===== config.mk =====
export PLATFORM = sky130hd
export DESIGN_NAME = scpad_store_engine
export DESIGN_NICKNAME = d
export VERILOG_FILES = /design/src/design/dram_bus_pkg.sv /design/src/design/scpad_types_pkg.sv /design/src/design/scpad_store_engine.sv
export SDC_FILE = /design/constraint.sdc
export NUM_CORES = 1
export LEC_CHECK = 0
export BUFFER_PORTS_ARGS = -buffer_cell sky130_fd_sc_hd__buf_2
export CAP_MARGIN = 20
export CORE_AREA = 2 2 88 90
export CTS_BUF_LIST = sky130_fd_sc_hd__clkbuf_4
export DETAILED_ROUTE_END_ITERATION = 16
export DIE_AREA = 0 0 90 92
export GPL_TIMING_DRIVEN = 0
export PLACE_DENSITY_LB_ADDON = 0.05
export SKIP_LAST_GASP = 1
export SYNTH_ARGS = -nofsm -noshare
export SYNTH_HDL_FRONTEND = slang
export SYNTH_SLANG_ARGS = --single-unit
export TNS_END_PERCENT = 1

===== constraint.sdc =====
create_clock -name clk -period 4.3 [get_ports clk]
set_input_delay 0.86 -clock clk [delete_from_list [all_inputs] [get_ports clk]]
set_output_delay 0.86 -clock clk [all_outputs]
set_load 0.01 [all_outputs]

===== src/design/dram_bus_pkg.sv =====
package dram_bus_pkg;

    // dram side of the backend
    // request fields seen by the dram controller

    // byte address into dram
    parameter int DRAM_ADDR_WIDTH = 32;

    // request id width
    // 5 bits gives 32 ids
    parameter int DRAM_ID_WIDTH = 5;

    // width of the byte count field
    parameter int NUM_BYTES_WIDTH = 4;

    // byte count of one write request
    // legal counts are 1 to 8
    // a count of 0 stands for a full 8 byte row
    typedef logic [NUM_BYTES_WIDTH-1:0] num_bytes_t;

endpackage


===== src/design/scpad_types_pkg.sv =====
package scpad_types_pkg;

    // scratchpad side of the backend
    // row geometry and row address

    // bytes held in one scratchpad row
    parameter int ROW_BYTES = 8;

    // bits per byte lane
    parameter int BYTE_WIDTH = 8;

    // row address width
    // 6 bits gives 64 rows
    parameter int SCPAD_ADDR_WIDTH = 6;

    // one row per address value
    parameter int SCPAD_ROWS = 1 << SCPAD_ADDR_WIDTH;

    // one row as packed byte lanes
    // lane 0 sits in the low bits, lane ROW_BYTES-1 in the high bits
    // 8 lanes of 8 bits, 64 bits in all
    typedef logic [ROW_BYTES-1:0][BYTE_WIDTH-1:0] scpad_data_t;

endpackage

===== src/design/scpad_store_engine.sv =====
`timescale 1ns/1ps

module scpad_store_engine #(
    parameter int QUEUE_DEPTH = 8
) (
    input  logic                                         clk,
    input  logic                                         n_rst,
    // store command from the scheduler
    input  logic                                         sched_write,
    input  logic [scpad_types_pkg::SCPAD_ADDR_WIDTH-1:0] sched_sram_addr,
    input  logic [dram_bus_pkg::DRAM_ADDR_WIDTH-1:0]     sched_dram_addr,
    input  logic [dram_bus_pkg::DRAM_ID_WIDTH-1:0]       sched_id,
    input  dram_bus_pkg::num_bytes_t                     sched_num_bytes,
    output logic                                         sched_busy,
    // sram read port
    output logic                                         rd_en,
    output logic [scpad_types_pkg::SCPAD_ADDR_WIDTH-1:0] rd_addr,
    input  scpad_types_pkg::scpad_data_t                 rd_data,
    // queue status
    input  logic                                         queue_full,
    input  logic                                         queue_almost_full,
    // queue push side
    output logic                                         push,
    output logic [dram_bus_pkg::DRAM_ADDR_WIDTH-1:0]     push_addr,
    output logic [dram_bus_pkg::DRAM_ID_WIDTH-1:0]       push_id,
    output dram_bus_pkg::num_bytes_t                     push_num_bytes,
    output scpad_types_pkg::scpad_data_t                 push_data
);
    import scpad_types_pkg::*;
    import dram_bus_pkg::*;

    // read issued last cycle
    // its row is on rd_data now
    logic in_flight;

    // command fields held across the sram read
    logic [DRAM_ADDR_WIDTH-1:0] pend_addr;
    logic [DRAM_ID_WIDTH-1:0]   pend_id;
    num_bytes_t                 pend_num_bytes;

    // byte count with zero mapped to a full row
    num_bytes_t eff_bytes;

    // strobe goes straight to the sram
    // the row is registered at the edge that ends the strobe cycle
    assign rd_en   = sched_write;
    assign rd_addr = sched_sram_addr;

    // in-flight flag
    // one store per strobe, back to back strobes keep it high
    always_ff @(posedge clk, negedge n_rst) begin
        if (!n_rst) begin
            in_flight <= 1'b0;
        end else begin
            in_flight <= sched_write;
        end
    end

    // capture the dram side of the command
    always_ff @(posedge clk) begin
        if (sched_write) begin
            pend_addr      <= sched_dram_addr;
            pend_id        <= sched_id;
            pend_num_bytes <= sched_num_bytes;
        end
    end

    // zero count selects the full row
    assign eff_bytes = (pend_num_bytes == '0) ? num_bytes_t'(ROW_BYTES) : pend_num_bytes;

    // byte masking
    // lanes below the count pass through
    // lanes at or above the count are cleared
    always_comb begin
        for (int b = 0; b < ROW_BYTES; b++) begin
            if (num_bytes_t'(b) < eff_bytes) begin
                push_data[b] = rd_data[b];
            end else begin
                push_data[b] = '0;
            end
        end
    end

    // push in the cycle after the strobe
    // the count goes out as the scheduler gave it
    assign push           = in_flight;
    assign push_addr      = pend_addr;
    assign push_id        = pend_id;
    assign push_num_bytes = pend_num_bytes;

    // back-pressure to the scheduler
    // full queue blocks outright
    // one slot left is taken by the read in flight
    assign sched_busy = queue_full || (queue_almost_full && in_flight);

    // scheduler must respect busy
    // otherwise the queue would take a push while full
    sched_write_while_busy: assert property (
        @(posedge clk) disable iff (!n_rst)
        sched_write |-> !sched_busy
    ) else $error("store strobe while busy, queue depth %0d", QUEUE_DEPTH);

endmodule


==> results.json, run 1 <==
{
  "run_status": "finished clean",
  "hold_buffers": 0,
  "p_per_area_nw_per_um2": 293,
  "root_buffer": "clkbuf_4",
  "fmax_mhz": 365,
  "die_width_um": 90,
  "fin_cells": 472,
  "numPortBuffers": 215,
  "wl_um": 5850,
  "maxCapViolCount": 0,
  "htreeDepth": 2,
  "die_h_um": 92,
  "dpl_cell_area_um2": 3110,
  "grt_overflow": 0,
  "postCtsSetupBuffers": 0,
  "startpoint_type": "input port",
  "ys_seq_area_share_pct": 65.8,
  "antenna_found_initial": 0,
  "die_area_um2": 8280,
  "synthesis.area_um2": 1910,
  "post-route-period-util_pct": 63.8,
  "cts_buffers": 5,
  "holdWs_ns": 0.267,
  "syn_nets": 263,
  "post_drt_wl_per_cell_um": 12.4,
  "synth.avg_cell_area_um2": 13.0,
  "initial_core_util_pct": 25.6,
  "cts_buffer_depth": 2,
  "ios": 230,
  "via_per_inst": 4.08,
  "hold_violations": 0,
  "crit_slowest_cell": "buf_2",
  "final_nets": 485,
  "p_leak_uw": 0.00163,
  "synth-seq-cells": 42,
  "final_cell_mix": "buf_2 (216), edfxtp_1 (41), a21boi_0 (18), inv_1 (17), a31oi_1 (16)",
  "synthCells": 147,
  "highest_layer": "met4",
  "hold_class": "in2async",
  "ant_nets": 0,
  "placed_cells": 464,
  "drt-met1-wl_um": 1940,
  "setup_viol": 0,
  "crit_path_frequent_cell": "buf_2",
  "required_ns": 3.44,
  "drive_gt1_share_pct": 63.8,
  "dp_hpwl_um": 4890,
  "layout_commonest_cell": "buf_2",
  "path_cells": "buf_2, buf_4, buf_2",
  "grt_max_degree": 44,
  "dr_wl_met2_um": 3250,
  "tns_ns": 0,
  "cts.sinks": 42,
  "path_class": "in2out",
  "synth_warnings": 0,
  "syn2layout_area_growth_pct": 66.0,
  "worstPathMaxFanout": 43,
  "grt_usage_pct": 13.2,
  "cts_tree": "yes",
  "clkTransAtPathRegs_ns": 0.12,
  "ys_top_cells_by_area": "edfxtp_1 (64%), a21boi_0 (7.1%), a21boi_1 (5.5%)",
  "critical-path-max-stage-delay_ns": 0.67,
  "rows": 32,
  "worstMarginPinSlew_ns": 0.888,
  "dr.pass1.iters": 4,
  "grt_pass1_vias": 1724,
  "vias": 1925,
  "final_area_um2": 3170,
  "ir_drop_v": 0.000197,
  "cts_resized": 0,
  "drt_iter0_markers": 74,
  "n_antenna_cell": 0,
  "drc_errors": 0,
  "rsz0062_at_grt": "no",
  "fillers": 756,
  "yosysTopAreaCellShare_pct": 64.5,
  "grt_pass1_wl_um": 8630,
  "power_uw": 928,
  "synth_top_cell_by_area": "edfxtp_1",
  "slew-limit-headroom_pct": 40.8,
  "gp_congestion": 0.827,
  "slew_violations": 0,
  "wl_met3_um": 627,
  "arrival_ns": 1.88,
  "core_um2": 7450,
  "cp-end-kind": "primary output",
  "synth_cell_type_count": 20,
  "finalCriticalPeriod_ns": 2.74
}
-- worst max-delay path: cells and delay by family --
family	cells	cell delay [ns]
buffers and inverters	3	1.01
-- metrics by stage --
step / util, % / setup slack (ns)
6_report: 42.6 / 1.56
5_1_grt: 42.6 / 1.38
4_1_cts: 42.6 / 1.51
2_1_floorplan: - / 2.03
3_3_place_gp: 41.8 / 1.49
3_5_place_dp: 41.8 / 1.51
-- flip-flops by register name, summed over array words and instances, names as in the netlist --
name and flops:
push_addr 32, push_id 5, push_num_bytes 4, push 1
-- final timing paths --
check,from,end,slack [ns],depth (start not counted)
worst max-delay path,sched_write,rd_en,1.56,3
worst min-delay path,n_rst,push,0.27,1
max in group asynchronous,n_rst,push,3.95,1
min in group clk,sched_dram_addr[6],push_addr[6],0.68,1
-- synth_stat cells --
cell type	count
a21oi_1	1
or3_1	1
edfxtp_1	41
xor2_1	1
o21ai_1	1
buf_2	1
nor4b_2	1
clkbuf_1	12
a21boi_1	14
dfrtp_1	1
nor2b_1	8
buf_6	3
a31oi_1	16
a21boi_0	18
nor2_1	1
buf_4	7
inv_1	17
a21o_1	1
or2_2	1
nand3_1	1
-- cell type report --
cell class	instances	area (µm²)	area share (%)
plain buffers	23	136	4.30
clock buffers	5	37.5	1.18
clock inverters	3	18.8	0.592
inverters	17	63.8	2.01
multi-input cells	65	453	14.3
flip-flops and latches	42	1260	39.6
well taps	102	128	4.03
repair buffers	215	1080	34.0
-- power by group --
part	total, µW	switching (µW)	internal (µW)
clock	189	125	64.1
sequential	496	11.8	485
combinational	242	126	116
-- routing by layer --
metal / track usage, % / vias to the layer above
met2: 25.1 / 114
met4: 3.46 / 0
met3: 6.00 / 2
met5: 0 / -
met1: 12.9 / 849
li1: - / 960
-- cells by family (layout without fill, tap and decap cells) --
family | Yosys count | count (layout) | share of synthesized area, %
compound gates | 51 | 51 | 18.7
xor+xnor | 1 | 1 | 0.459
buf+inv | 40 | 263 | 10.5
flops | 42 | 42 | 65.8
simple gates | 13 | 13 | 4.52
Note: power is estimated with default switching activity, not from simulation.
==> run 2: changes to the inputs <==
- CORE_AREA: 2 2 88 90 -> 2 2 90 92
- DIE_AREA: 0 0 90 92 -> 0 0 92 94
- clock period: 4.3 -> 2.65 ns (I/O delays scaled with it)
==> results.json, run 2 (same netlist as run 1, synthesis figures left out) <==
{
  "drt_iter0_markers": 48,
  "cts.sinks": 42,
  "gp_congestion": 0.776,
  "syn2layout_area_growth_pct": 66.7,
  "n_antenna_cell": 0,
  "crit_path_frequent_cell": "buf_2",
  "postLayoutCoreUtil_pct": 41.8,
  "maxCapViolCount": 0,
  "wl_um": 6310,
  "wl_met3_um": 703,
  "layout_commonest_cell": "buf_2",
  "path_class": "reg2out",
  "initial_core_util_pct": 25.1,
  "final_cell_mix": "buf_2 (216), edfxtp_1 (41), a21boi_0 (18), inv_1 (17), a31oi_1 (16)",
  "vias": 1950,
  "grt_max_degree": 44,
  "drc_errors": 0,
  "hold_class": "in2reg",
  "cts_buffers": 5,
  "worstMarginPinSlew_ns": 0.901,
  "arrival_ns": 1.86,
  "core_um2": 7610,
  "numPortBuffers": 215,
  "cts_resized": 0,
  "ant_nets": 0,
  "dr.pass1.iters": 4,
  "die_width_um": 92,
  "htreeDepth": 2,
  "finalCriticalPeriod_ns": 2.39,
  "die_h_um": 94,
  "rsz0062_at_grt": "no",
  "fmax_mhz": 419,
  "startpoint_type": "register",
  "grt_pass1_wl_um": 8960,
  "worstPathMaxFanout": 10,
  "drt-met1-wl_um": 2100,
  "dp_hpwl_um": 5280,
  "drive_gt1_share_pct": 63.6,
  "largest_reg_flops": 32,
  "clkTransAtPathRegs_ns": 0.13,
  "slew_violations": 0,
  "grt_usage_pct": 13.4,
  "root_buffer": "clkbuf_4",
  "grt_pass1_vias": 1769,
  "run_status": "finished clean",
  "p_leak_uw": 0.00163,
  "final_nets": 486,
  "setup_viol": 0,
  "cts_tree": "yes",
  "cp-end-kind": "primary output",
  "hold_buffers": 1,
  "via_per_inst": 4.12,
  "critical-path-max-stage-delay_ns": 0.50,
  "post-route-period-util_pct": 90.0,
  "antenna_found_initial": 0,
  "ir_drop_v": 0.000361,
  "rows": 32,
  "highest_layer": "met4",
  "cts_buffer_depth": 2,
  "p_per_area_nw_per_um2": 480,
  "die_area_um2": 8650,
  "path_cells": "or3_1, buf_2, buf_6, a31oi_1, buf_2",
  "hold_violations": 0,
  "post_drt_wl_per_cell_um": 13.3,
  "crit_slowest_cell": "edfxtp_1",
  "dr_wl_met2_um": 3420,
  "slew-limit-headroom_pct": 39.9,
  "ios": 230,
  "path_buf_inv": 3,
  "postCtsSetupBuffers": 0,
  "tns_ns": 0,
  "required_ns": 2.12,
  "crit_family": "flip-flops",
  "grt_overflow": 0
}
run 2: final cells by class:
type,count,area (µm²)
inverters,17,63.8
well taps,102,128
clock buffers,7,52.6
repair buffers,216,1090
clock inverters,1,7.51
fillers,780,4420
multi-input cells,65,453
plain buffers,23,136
flip-flops and latches,42,1260
run 2: metrics by stage:
stage          power (µW)  instances  hold slack, ns  cell area (µm²)  setup slack, ns
2_1_floorplan         995        147           0.234             1910            0.706
3_3_place_gp         1220        464           0.305             3110            0.498
3_5_place_dp         1220        464           0.306             3110            0.500
4_1_cts              1550        473           0.326             3180            0.216
5_1_grt              1610        473           0.324             3180            0.155
6_report             1530        473           0.352             3180            0.264
run 2: final timing paths:
kind / cells past startpoint / startpoint / end
hold / removal: 1 / sched_dram_addr[27] / push_addr[27]
min in group asynchronous: 2 / n_rst / push
setup / recovery: 5 / push_num_bytes[2] / push_data[33]
max in group asynchronous: 2 / n_rst / push
run 2: report_power, final:
part           leakage [µW]  switching, µW  internal, µW
combinational       0.00119            207           189
sequential         0.000413           18.8           786
clock             0.0000324            202           126
run 2: metal layers:
metal  vias up  track usage, %
li1        961               -
met1       859            13.0
met4         0            3.98
met3         9            5.54
met2       121            25.7
met5         -               0
