### src/design/dram_bus_pkg.sv
package dram_bus_pkg;

    // dram side of the backend
    // request fields seen by the dram controller

    // byte address into dram
    parameter int DRAM_ADDR_WIDTH = 32;

    // request id width
    // 5 bits gives 32 ids
    parameter int DRAM_ID_WIDTH = 5;

    // width of the byte count field
    parameter int NUM_BYTES_WIDTH = 4;

    // byte count of one write request
    // legal counts are 1 to 8
    // a count of 0 stands for a full 8 byte row
    typedef logic [NUM_BYTES_WIDTH-1:0] num_bytes_t;

endpackage

### src/design/scpad_types_pkg.sv
package scpad_types_pkg;

    // scratchpad side of the backend
    // row geometry and row address

    // bytes held in one scratchpad row
    parameter int ROW_BYTES = 8;

    // bits per byte lane
    parameter int BYTE_WIDTH = 8;

    // row address width
    // 6 bits gives 64 rows
    parameter int SCPAD_ADDR_WIDTH = 6;

    // one row per address value
    parameter int SCPAD_ROWS = 1 << SCPAD_ADDR_WIDTH;

    // one row as packed byte lanes
    // lane 0 sits in the low bits, lane ROW_BYTES-1 in the high bits
    // 8 lanes of 8 bits, 64 bits in all
    typedef logic [ROW_BYTES-1:0][BYTE_WIDTH-1:0] scpad_data_t;

endpackage
### src/design/dram_write_req_queue.sv
`timescale 1ns/1ps

module dram_write_req_queue #(
    parameter int QUEUE_DEPTH = 8
) (
    input  logic                                     clk,
    input  logic                                     n_rst,
    // push side from the store engine
    input  logic                                     push,
    input  logic [dram_bus_pkg::DRAM_ADDR_WIDTH-1:0] push_addr,
    input  logic [dram_bus_pkg::DRAM_ID_WIDTH-1:0]   push_id,
    input  dram_bus_pkg::num_bytes_t                 push_num_bytes,
    input  scpad_types_pkg::scpad_data_t             push_data,
    output logic                                     full,
    output logic                                     almost_full,
    // head request to the dram controller
    output logic                                     dram_wr_valid,
    output logic [dram_bus_pkg::DRAM_ADDR_WIDTH-1:0] dram_wr_addr,
    output logic [dram_bus_pkg::DRAM_ID_WIDTH-1:0]   dram_wr_id,
    output dram_bus_pkg::num_bytes_t                 dram_wr_num_bytes,
    output scpad_types_pkg::scpad_data_t             dram_wr_data,
    input  logic                                     dram_req_accepted
);
    import scpad_types_pkg::*;
    import dram_bus_pkg::*;

    // slot index width
    // at least one bit so a depth of 1 still elaborates
    localparam int IDX_W = (QUEUE_DEPTH > 1) ? $clog2(QUEUE_DEPTH) : 1;
    // pointer width with the wrap bit
    localparam int PTR_W = IDX_W + 1;
    // storage slots, equal to the depth for power of two depths
    localparam int SLOTS = 1 << IDX_W;

    // request storage
    logic [DRAM_ADDR_WIDTH-1:0] addr_mem [SLOTS];
    logic [DRAM_ID_WIDTH-1:0]   id_mem   [SLOTS];
    num_bytes_t                 nb_mem   [SLOTS];
    scpad_data_t                data_mem [SLOTS];

    // head is the oldest entry, tail the next free slot
    logic [PTR_W-1:0] head;
    logic [PTR_W-1:0] tail;
    logic [PTR_W-1:0] count;
    logic [IDX_W-1:0] head_idx;
    logic [IDX_W-1:0] tail_idx;

    logic empty;
    logic do_push;
    logic do_pop;

    assign head_idx = head[IDX_W-1:0];
    assign tail_idx = tail[IDX_W-1:0];

    // occupancy
    // wrap bit keeps a full queue apart from an empty one
    assign count       = tail - head;
    assign empty       = (head == tail);
    assign full        = (count == PTR_W'(QUEUE_DEPTH));
    assign almost_full = (count == PTR_W'(QUEUE_DEPTH - 1));

    // a push into a full queue is dropped
    // it would otherwise land on the head entry
    assign do_push = push && !full;
    // head leaves on every accepted cycle
    assign do_pop  = dram_wr_valid && dram_req_accepted;

    // pointers
    // push and pop in one cycle move both
    always_ff @(posedge clk, negedge n_rst) begin
        if (!n_rst) begin
            head <= '0;
            tail <= '0;
        end else begin
            if (do_push) begin
                tail <= tail + PTR_W'(1);
            end
            if (do_pop) begin
                head <= head + PTR_W'(1);
            end
        end
    end

    // entry write at the tail
    always_ff @(posedge clk) begin
        if (do_push) begin
            addr_mem[tail_idx] <= push_addr;
            id_mem[tail_idx]   <= push_id;
            nb_mem[tail_idx]   <= push_num_bytes;
            data_mem[tail_idx] <= push_data;
        end
    end

    // head presentation
    // fields come straight from the head slot
    // they hold until the head moves
    assign dram_wr_valid     = !empty;
    assign dram_wr_addr      = addr_mem[head_idx];
    assign dram_wr_id        = id_mem[head_idx];
    assign dram_wr_num_bytes = nb_mem[head_idx];
    assign dram_wr_data      = data_mem[head_idx];

    // engine busy logic must keep pushes away from a full queue
    push_while_full: assert property (
        @(posedge clk) disable iff (!n_rst)
        push |-> !full
    ) else $error("push into full write queue, depth %0d", QUEUE_DEPTH);

    // controller accepts only a presented request
    accept_without_valid: assert property (
        @(posedge clk) disable iff (!n_rst)
        dram_req_accepted |-> dram_wr_valid
    ) else $error("dram acceptance with no valid request");

endmodule

### config.mk
export PLATFORM = sky130hd
export DESIGN_NAME = dram_write_req_queue
export DESIGN_NICKNAME = d
export VERILOG_FILES = /design/src/design/dram_bus_pkg.sv /design/src/design/scpad_types_pkg.sv /design/src/design/dram_write_req_queue.sv
export SDC_FILE = /design/constraint.sdc
export NUM_CORES = 1
export LEC_CHECK = 0
export BUFFER_PORTS_ARGS = -buffer_cell sky130_fd_sc_hd__buf_4
export CAP_MARGIN = 20
export CORE_ASPECT_RATIO = 0.5
export CORE_UTILIZATION = 35
export CTS_BUF_LIST = sky130_fd_sc_hd__clkbuf_8 sky130_fd_sc_hd__clkbuf_16
export CTS_CLUSTER_SIZE = 10
export DETAILED_ROUTE_END_ITERATION = 16
export PLACE_DENSITY_LB_ADDON = 0.1
export SYNTH_ARGS = -nofsm -noshare
export SYNTH_HDL_FRONTEND = slang
export SYNTH_SLANG_ARGS = --single-unit
### constraint.sdc
create_clock -name clk -period 11.8 [get_ports clk]
set_input_delay 0.59 -clock clk [delete_from_list [all_inputs] [get_ports clk]]
set_output_delay 0.59 -clock clk [all_outputs]
set_load 0.02 [all_outputs]
==> impl_metrics.py, run 1 <==
metrics = {
    "clocking": {
        "cts_buffers": 94,
        "htree_levels": 3,
        "cts-root-buf": "clkbuf_16",
        "path_clk_slew_ns": 0.06,
        "clock_latency_ns": 0.66,
        "tritoncts": "built",
        "cts_resized": 0,
        "cts_buffer_depth": 3,
        "cts_sinks": 848,
    },
    "critical_path": {
        "required_ns": 12.07,
        "start_kind": "flip-flop",
        "criticalPathCategory": "reg -> reg",
        "critPathSlowestCell": "nor4b_4",
        "crit_arrival_ns": 5.38,
        "r2r-start": "head[0]$_DFFE_PN0P_",
        "startpoint": "head[0]$_DFFE_PN0P_",
        "crit_fanout": 58,
        "crit_path_frequent_cell": "buf_4",
        "cp-end-kind": "flip-flop",
        "slowest_delay_ns": 0.92,
        "crit_chain": "ha_1 -> inv_1 -> fa_1 -> xnor2_2 -> nand3_2 -> nor3_4 -> nor4b_4 -> buf_4 -> buf_4",
    },
    "floorplan": {
        "core_area_um2": 90960,
        "pin_count": 217,
        "fp.dieH_um": 216.7,
        "die_area_um2": 93440,
        "initial_utilization": 0.3546,
        "fp.dieW_um": 431.3,
        "num_rows": 78,
    },
    "synth": {
        "yosys_warnings": 0,
        "synthesis.area_um2": 32250,
        "synth.avg_cell_area_um2": 21.52,
        "synth_top_family_by_area": "multiplexers",
        "ys.flop_type": "edfxtp_1",
        "synth_compound_area_frac": 0.002483,
        "synthCells": 1499,
        "synth_cell_types": 37,
        "synth_seq_cells": 848,
        "yosysSeqAreaShare": 0.7883,
        "synthAdderAreaFrac": 0.002560,
        "synthXorXnorAreaFrac": 0.002638,
        "muxShareOfSynthArea": 0.1475,
        "syn-num-nets": 1614,
        "synthSimpleGateAreaFrac": 0.04182,
        "synth_edf_count": 840,
        "async_flop_share": 0.009434,
    },
    "timing": {
        "period_needed_ns": 5.114,
        "slew_headroom": 0.3039,
        "fmax_mhz": 195.5,
        "skew_ns": 0.02670,
        "hold_viol": 0,
        "finalSetupViolCount": 0,
        "period_share": 0.4334,
        "setup_tns_ns": 0,
        "tightestPinTransition_ns": 1.044,
        "final_max_slew_viol_count": 0,
        "rsz0062_at_grt": "false",
        "whs_ns": 0.1594,
    },
    "drt": {
        "num_vias": 14760,
        "drtIter0Drc": 881,
        "ant_nets": 0,
        "drc": 0,
        "firstDrtPassIters": 4,
        "wl_per_cell_um": 23.36,
        "routed_via_density": 4.861,
        "routed_wirelength_mm": 70.93,
    },
    "final_layout": {
        "multi_input_area_um2": 6405,
        "layout_common_cells": "840 x edfxtp_1, 320 x nand2_1, 241 x buf_4",
        "fillers": 8009,
        "layout_commonest_cell": "edfxtp_1",
        "area_delta_synth_final_pct": 17.45,
        "drive_gt1_frac": 0.3231,
        "nets": 1885,
        "fin_cells": 3036,
        "seq_area_um2": 25440,
        "final_util": 0.4165,
    },
    "flow_run": {
        "max_cap_violations": 0,
    },
    "global_routing": {
        "antenna_found_initial": 2,
        "grt_pass1_wl_mm": 106.0,
        "grt_pass1_vias": 16390,
        "grt_overflow": 0,
        "grt_max_degree": 106,
        "track_usage": 0.1546,
    },
    "power": {
        "p_total_mw": 9.955,
        "pwr-share-seq": 0.405,
        "leakagePower_nw": 12.71,
        "pwr-share-clk": 0.254,
        "switching_share": 0.3254,
        "ir_drop_v": 0.0001735,
        "combPwrFrac": 0.341,
        "p_switching_mw": 3.239,
        "powerDensity_nw_per_um2": 262.8,
        "intPower_mw": 6.716,
    },
    "worst_hold_path": {
        "holdCritPathClass": "in -> reg",
        "worstHoldStart": "push_addr[16]",
    },
    "placement": {
        "place_congestion": 0.7396,
        "hpwl_mm": 37.85,
        "dpl.cell_count": 2912,
        "io_buffer_count": 216,
    },
    "status": {
        "status": "completed",
    },
}
==> flip-flops by register name, summed over array words and instances (netlist names) <==
register	cells
data_mem	512
addr_mem	256
id_mem	40
nb_mem	32
head	4
tail	4
==> layout make-up <==
class	count	area share
inverters	5	0.0005615
well taps	1240	0.04096
repair buffers	247	0.05087
flip-flops and latches	848	0.6715
clock inverters	24	0.002907
diodes	1	0.00006606
multi-input cells	574	0.1691
clock buffers	97	0.06408
==> repair_timing <==
item | CTS | global route
setup buffers | 0 | 0
hold buffers | 1 | 0
hold endpoints to repair | 8 | 0
==> stage by stage <==
| step | cell area, um2 | setup WS, ns |
|---|---|---|
| final | 37880 | 6.686 |
| after global routing | 37880 | 6.328 |
| after CTS | 37860 | 6.545 |
| after detailed placement | 35310 | 6.587 |
| after global placement | 35280 | 6.715 |
| after floorplan | 32250 | -0.8223 |
==> cell families after synthesis <==
logic type,count (synthesis)
XOR/XNOR,8
AND/OR/NAND/NOR,340
AO/OA/AOI/OAI,8
buffers and inverters,77
multiplexers,212
adder cells (fa/ha/maj),6
flip-flops,848
==> worst max-delay path, delay by kind of cell (launching register included) <==
| family | cells | cell delay [ns] |
|---|---|---|
| xor gates and xnor gates | 1 | 0.18 |
| DFF | 1 | 0.83 |
| and+or+nand+nor | 3 | 1.22 |
| adders and majority gates | 2 | 0.70 |
| buffers and inverters | 3 | 1.69 |
==> per-layer routing <==
layer  part of all wire  global-route usage  vias up
li1                   -                   -     6553
met1               0.41              0.1889     7917
met2               0.54              0.2803      194
met3              0.033             0.03269       93
met4              0.015             0.03522        2
met5            0.00018                   0        -
==> worst paths after layout <==
check	end	slack, ns	depth (start not counted)
max in group asynchronous	head[1]$_DFFE_PN0P_	11.35	2
hold / removal	addr_mem[6][16]$_DFFE_PP_	0.16	1
hold reg to reg	head[3]$_DFFE_PN0P_	0.58	1
setup reg to reg	addr_mem[2][20]$_DFFE_PP_	6.69	9
setup / recovery	addr_mem[2][20]$_DFFE_PP_	6.69	9
min in group asynchronous	head[0]$_DFFE_PN0P_	0.29	2
==> power groups by stage <==
stage / Combinational [mW] / Clock, mW / Sequential [mW]
5_1_grt: 3.69 / 2.73 / 4.07
3_3_place_gp: 3.49 / 0 / 4.07
2_1_floorplan: 2.32 / 0 / 4.11
4_1_cts: 3.52 / 2.61 / 4.04
3_5_place_dp: 3.51 / 0 / 4.10
6_report: 3.40 / 2.53 / 4.03
==> cell usage after synthesis, types with 2 or more instances <==
master / number / share of area
mux4_2: 210 / 0.15
nor4b_2: 2 / 0.00093
nand2_1: 320 / 0.037
nor3_1: 4 / 0.00062
buf_2: 24 / 0.0037
dfrtp_1: 8 / 0.0062
nand3_1: 3 / 0.00047
xnor2_1: 6 / 0.0016
edfxtp_1: 840 / 0.78
inv_1: 4 / 0.00047
buf_6: 21 / 0.0073
a21oi_1: 2 / 0.00031
clkbuf_1: 18 / 0.0021
ha_1: 5 / 0.0019
buf_1: 9 / 0.0010
nor4_1: 2 / 0.00039
Note: power is estimated with default switching activity, not from simulation.
==> run 2, diff against run 1 <==
Clock period 11.8 ns to 4.6 ns, I/O delays scaled along.
==> run 2 against run 1 <==
Compared with the run above:
- critical endpoint is now dram_wr_addr[25]
- via count is 3.4% higher
- non-clock buffer count is 106 higher
- flip-flop and latch count stayed put
- core utilization is 1.3 points higher
- largest power group unchanged
- critical path type is now reg -> out
- final area is 3.2% higher
==> impl_metrics.py, run 2 (synthesized netlist as in run 1, its figures left out) <==
metrics = {
    "final_layout": {
        "regMostFlops": "data_mem",
        "final_util": 0.4297,
        "drive_gt1_frac": 0.3085,
        "area_delta_synth_final_pct": 21.18,
        "nets": 1991,
        "layout_commonest_cell": "edfxtp_1",
        "layout_common_cells": "840 x edfxtp_1, 320 x nand2_1, 236 x buf_4",
        "largest_register_ffs": 512,
        "largestRegisters": "data_mem (512), addr_mem (256), id_mem (40)",
    },
    "power": {
        "switching_share": 0.3282,
        "combPwrFrac": 0.354,
        "pwr-share-seq": 0.393,
        "ir_drop_v": 0.0006744,
        "pwr-share-clk": 0.253,
        "intPower_mw": 17.42,
        "p_switching_mw": 8.513,
        "p_total_mw": 25.94,
        "powerDensity_nw_per_um2": 663.6,
        "leakagePower_nw": 13.13,
    },
    "critical_path": {
        "criticalPathCategory": "reg -> out",
        "crit_fanout": 108,
        "required_ns": 4.37,
        "cp-end-kind": "output port",
        "ff2ff_setup_slack_ns": 1.34,
        "crit_arrival_ns": 3.61,
        "start_kind": "flip-flop",
    },
    "timing": {
        "tightestPinTransition_ns": 1.046,
        "slew_headroom": 0.3023,
        "hold_viol": 0,
        "final_max_slew_viol_count": 0,
        "rsz0062_at_grt": "false",
        "setup_tns_ns": 0,
        "fmax_mhz": 260.3,
        "skew_ns": 0.01221,
        "period_share": 0.8352,
        "period_needed_ns": 3.842,
        "finalSetupViolCount": 0,
    },
    "drt": {
        "drtIter0Drc": 887,
        "wl_per_cell_um": 23.75,
        "num_vias": 15260,
        "firstDrtPassIters": 4,
        "drc": 0,
        "ant_nets": 0,
        "routed_wirelength_mm": 74.43,
        "routed_via_density": 4.869,
    },
    "flow_run": {
        "max_cap_violations": 0,
    },
    "placement": {
        "io_buffer_count": 216,
        "place_congestion": 0.6975,
        "hpwl_mm": 36.67,
    },
    "clocking": {
        "htree_levels": 3,
        "cts_sinks": 848,
        "tritoncts": "built",
        "cts-root-buf": "clkbuf_16",
        "clock_latency_ns": 0.65,
        "cts_buffers": 94,
        "path_clk_slew_ns": 0.06,
        "cts_resized": 0,
        "cts_buffer_depth": 3,
    },
    "status": {
        "status": "completed",
    },
    "global_routing": {
        "grt_max_degree": 161,
        "track_usage": 0.1622,
        "antenna_found_initial": 2,
        "grt_pass1_vias": 16950,
        "grt_pass1_wl_mm": 110.2,
        "grt_overflow": 0,
    },
    "floorplan": {
        "core_area_um2": 90960,
        "num_rows": 78,
        "initial_utilization": 0.3546,
        "die_area_um2": 93440,
        "fp.dieW_um": 431.3,
        "pin_count": 217,
        "fp.dieH_um": 216.7,
    },
    "worst_hold_path": {
        "holdCritPathClass": "in -> reg",
    },
}
run 2: area by class of cell:
cell class	instances	area [um2]
multi-input cells	574	6499
repair buffers	353	3023
well taps	1240	1551
inverters	5	23.77
diodes	1	2.502
flip-flops and latches	848	25440
clock inverters	14	73.82
fillers	7945	51870
clock buffers	99	2477
run 2: worst max-delay path: stages, from the launching register on:
cell	delay (ns)
dfrtp_4	0.42
buf_12	0.70
buf_4	0.78
mux4_2	0.58
nand2_1	0.08
nand2_1	0.12
buf_4	0.18
run 2: power by group through the flow:
stage               Sequential, mW  Clock (mW)  Combinational (mW)
floorplan                     10.3           0                6.13
global placement              10.3           0                9.36
detailed placement            10.4           0                9.44
CTS                           10.2        6.76                9.54
global route                  10.3        7.04                9.92
finish                        10.2        6.55                9.18
run 2: routing by layer:
layer | vias up | track usage | part of all wire
li1 | 6765 | - | -
met1 | 8158 | 0.2092 | 0.43
met5 | - | 0 | 0.00017
met4 | 2 | 0.04409 | 0.020
met3 | 110 | 0.02648 | 0.030
met2 | 225 | 0.2841 | 0.52
run 2: timing repair:
action,in CTS,in global routing
buffers inserted,0,0
hold buffers,109,0
endpoints found under the hold margin,855,0
run 2: worst paths after layout:
check,startpoint,to,depth (start not counted)
max reg2reg,tail[0]$_DFFE_PN0P_,data_mem[2][32]$_DFFE_PP_,9
min in group asynchronous,n_rst,tail[1]$_DFFE_PN0P_,3
min reg2reg,tail[0]$_DFFE_PN0P_,tail[0]$_DFFE_PN0P_,1
max in group asynchronous,n_rst,head[0]$_DFFE_PN0P_,3
min,push_data[46],data_mem[2][46]$_DFFE_PP_,2
max,head[0]$_DFFE_PN0P_,dram_wr_addr[25],6
run 2: stage by stage:
stage	hold WS, ns	instance area (um2)	setup slack (ns)	instances
6_report	0.3488	39090	0.7580	3134
5_1_grt	0.3304	39090	0.4357	3134
4_1_cts	0.2950	39080	0.5662	3133
3_5_place_dp	0.06301	35440	1.301	2911
3_3_place_gp	0.05734	35440	1.313	2911
2_1_floorplan	-0.06559	32420	-0.8865	1499
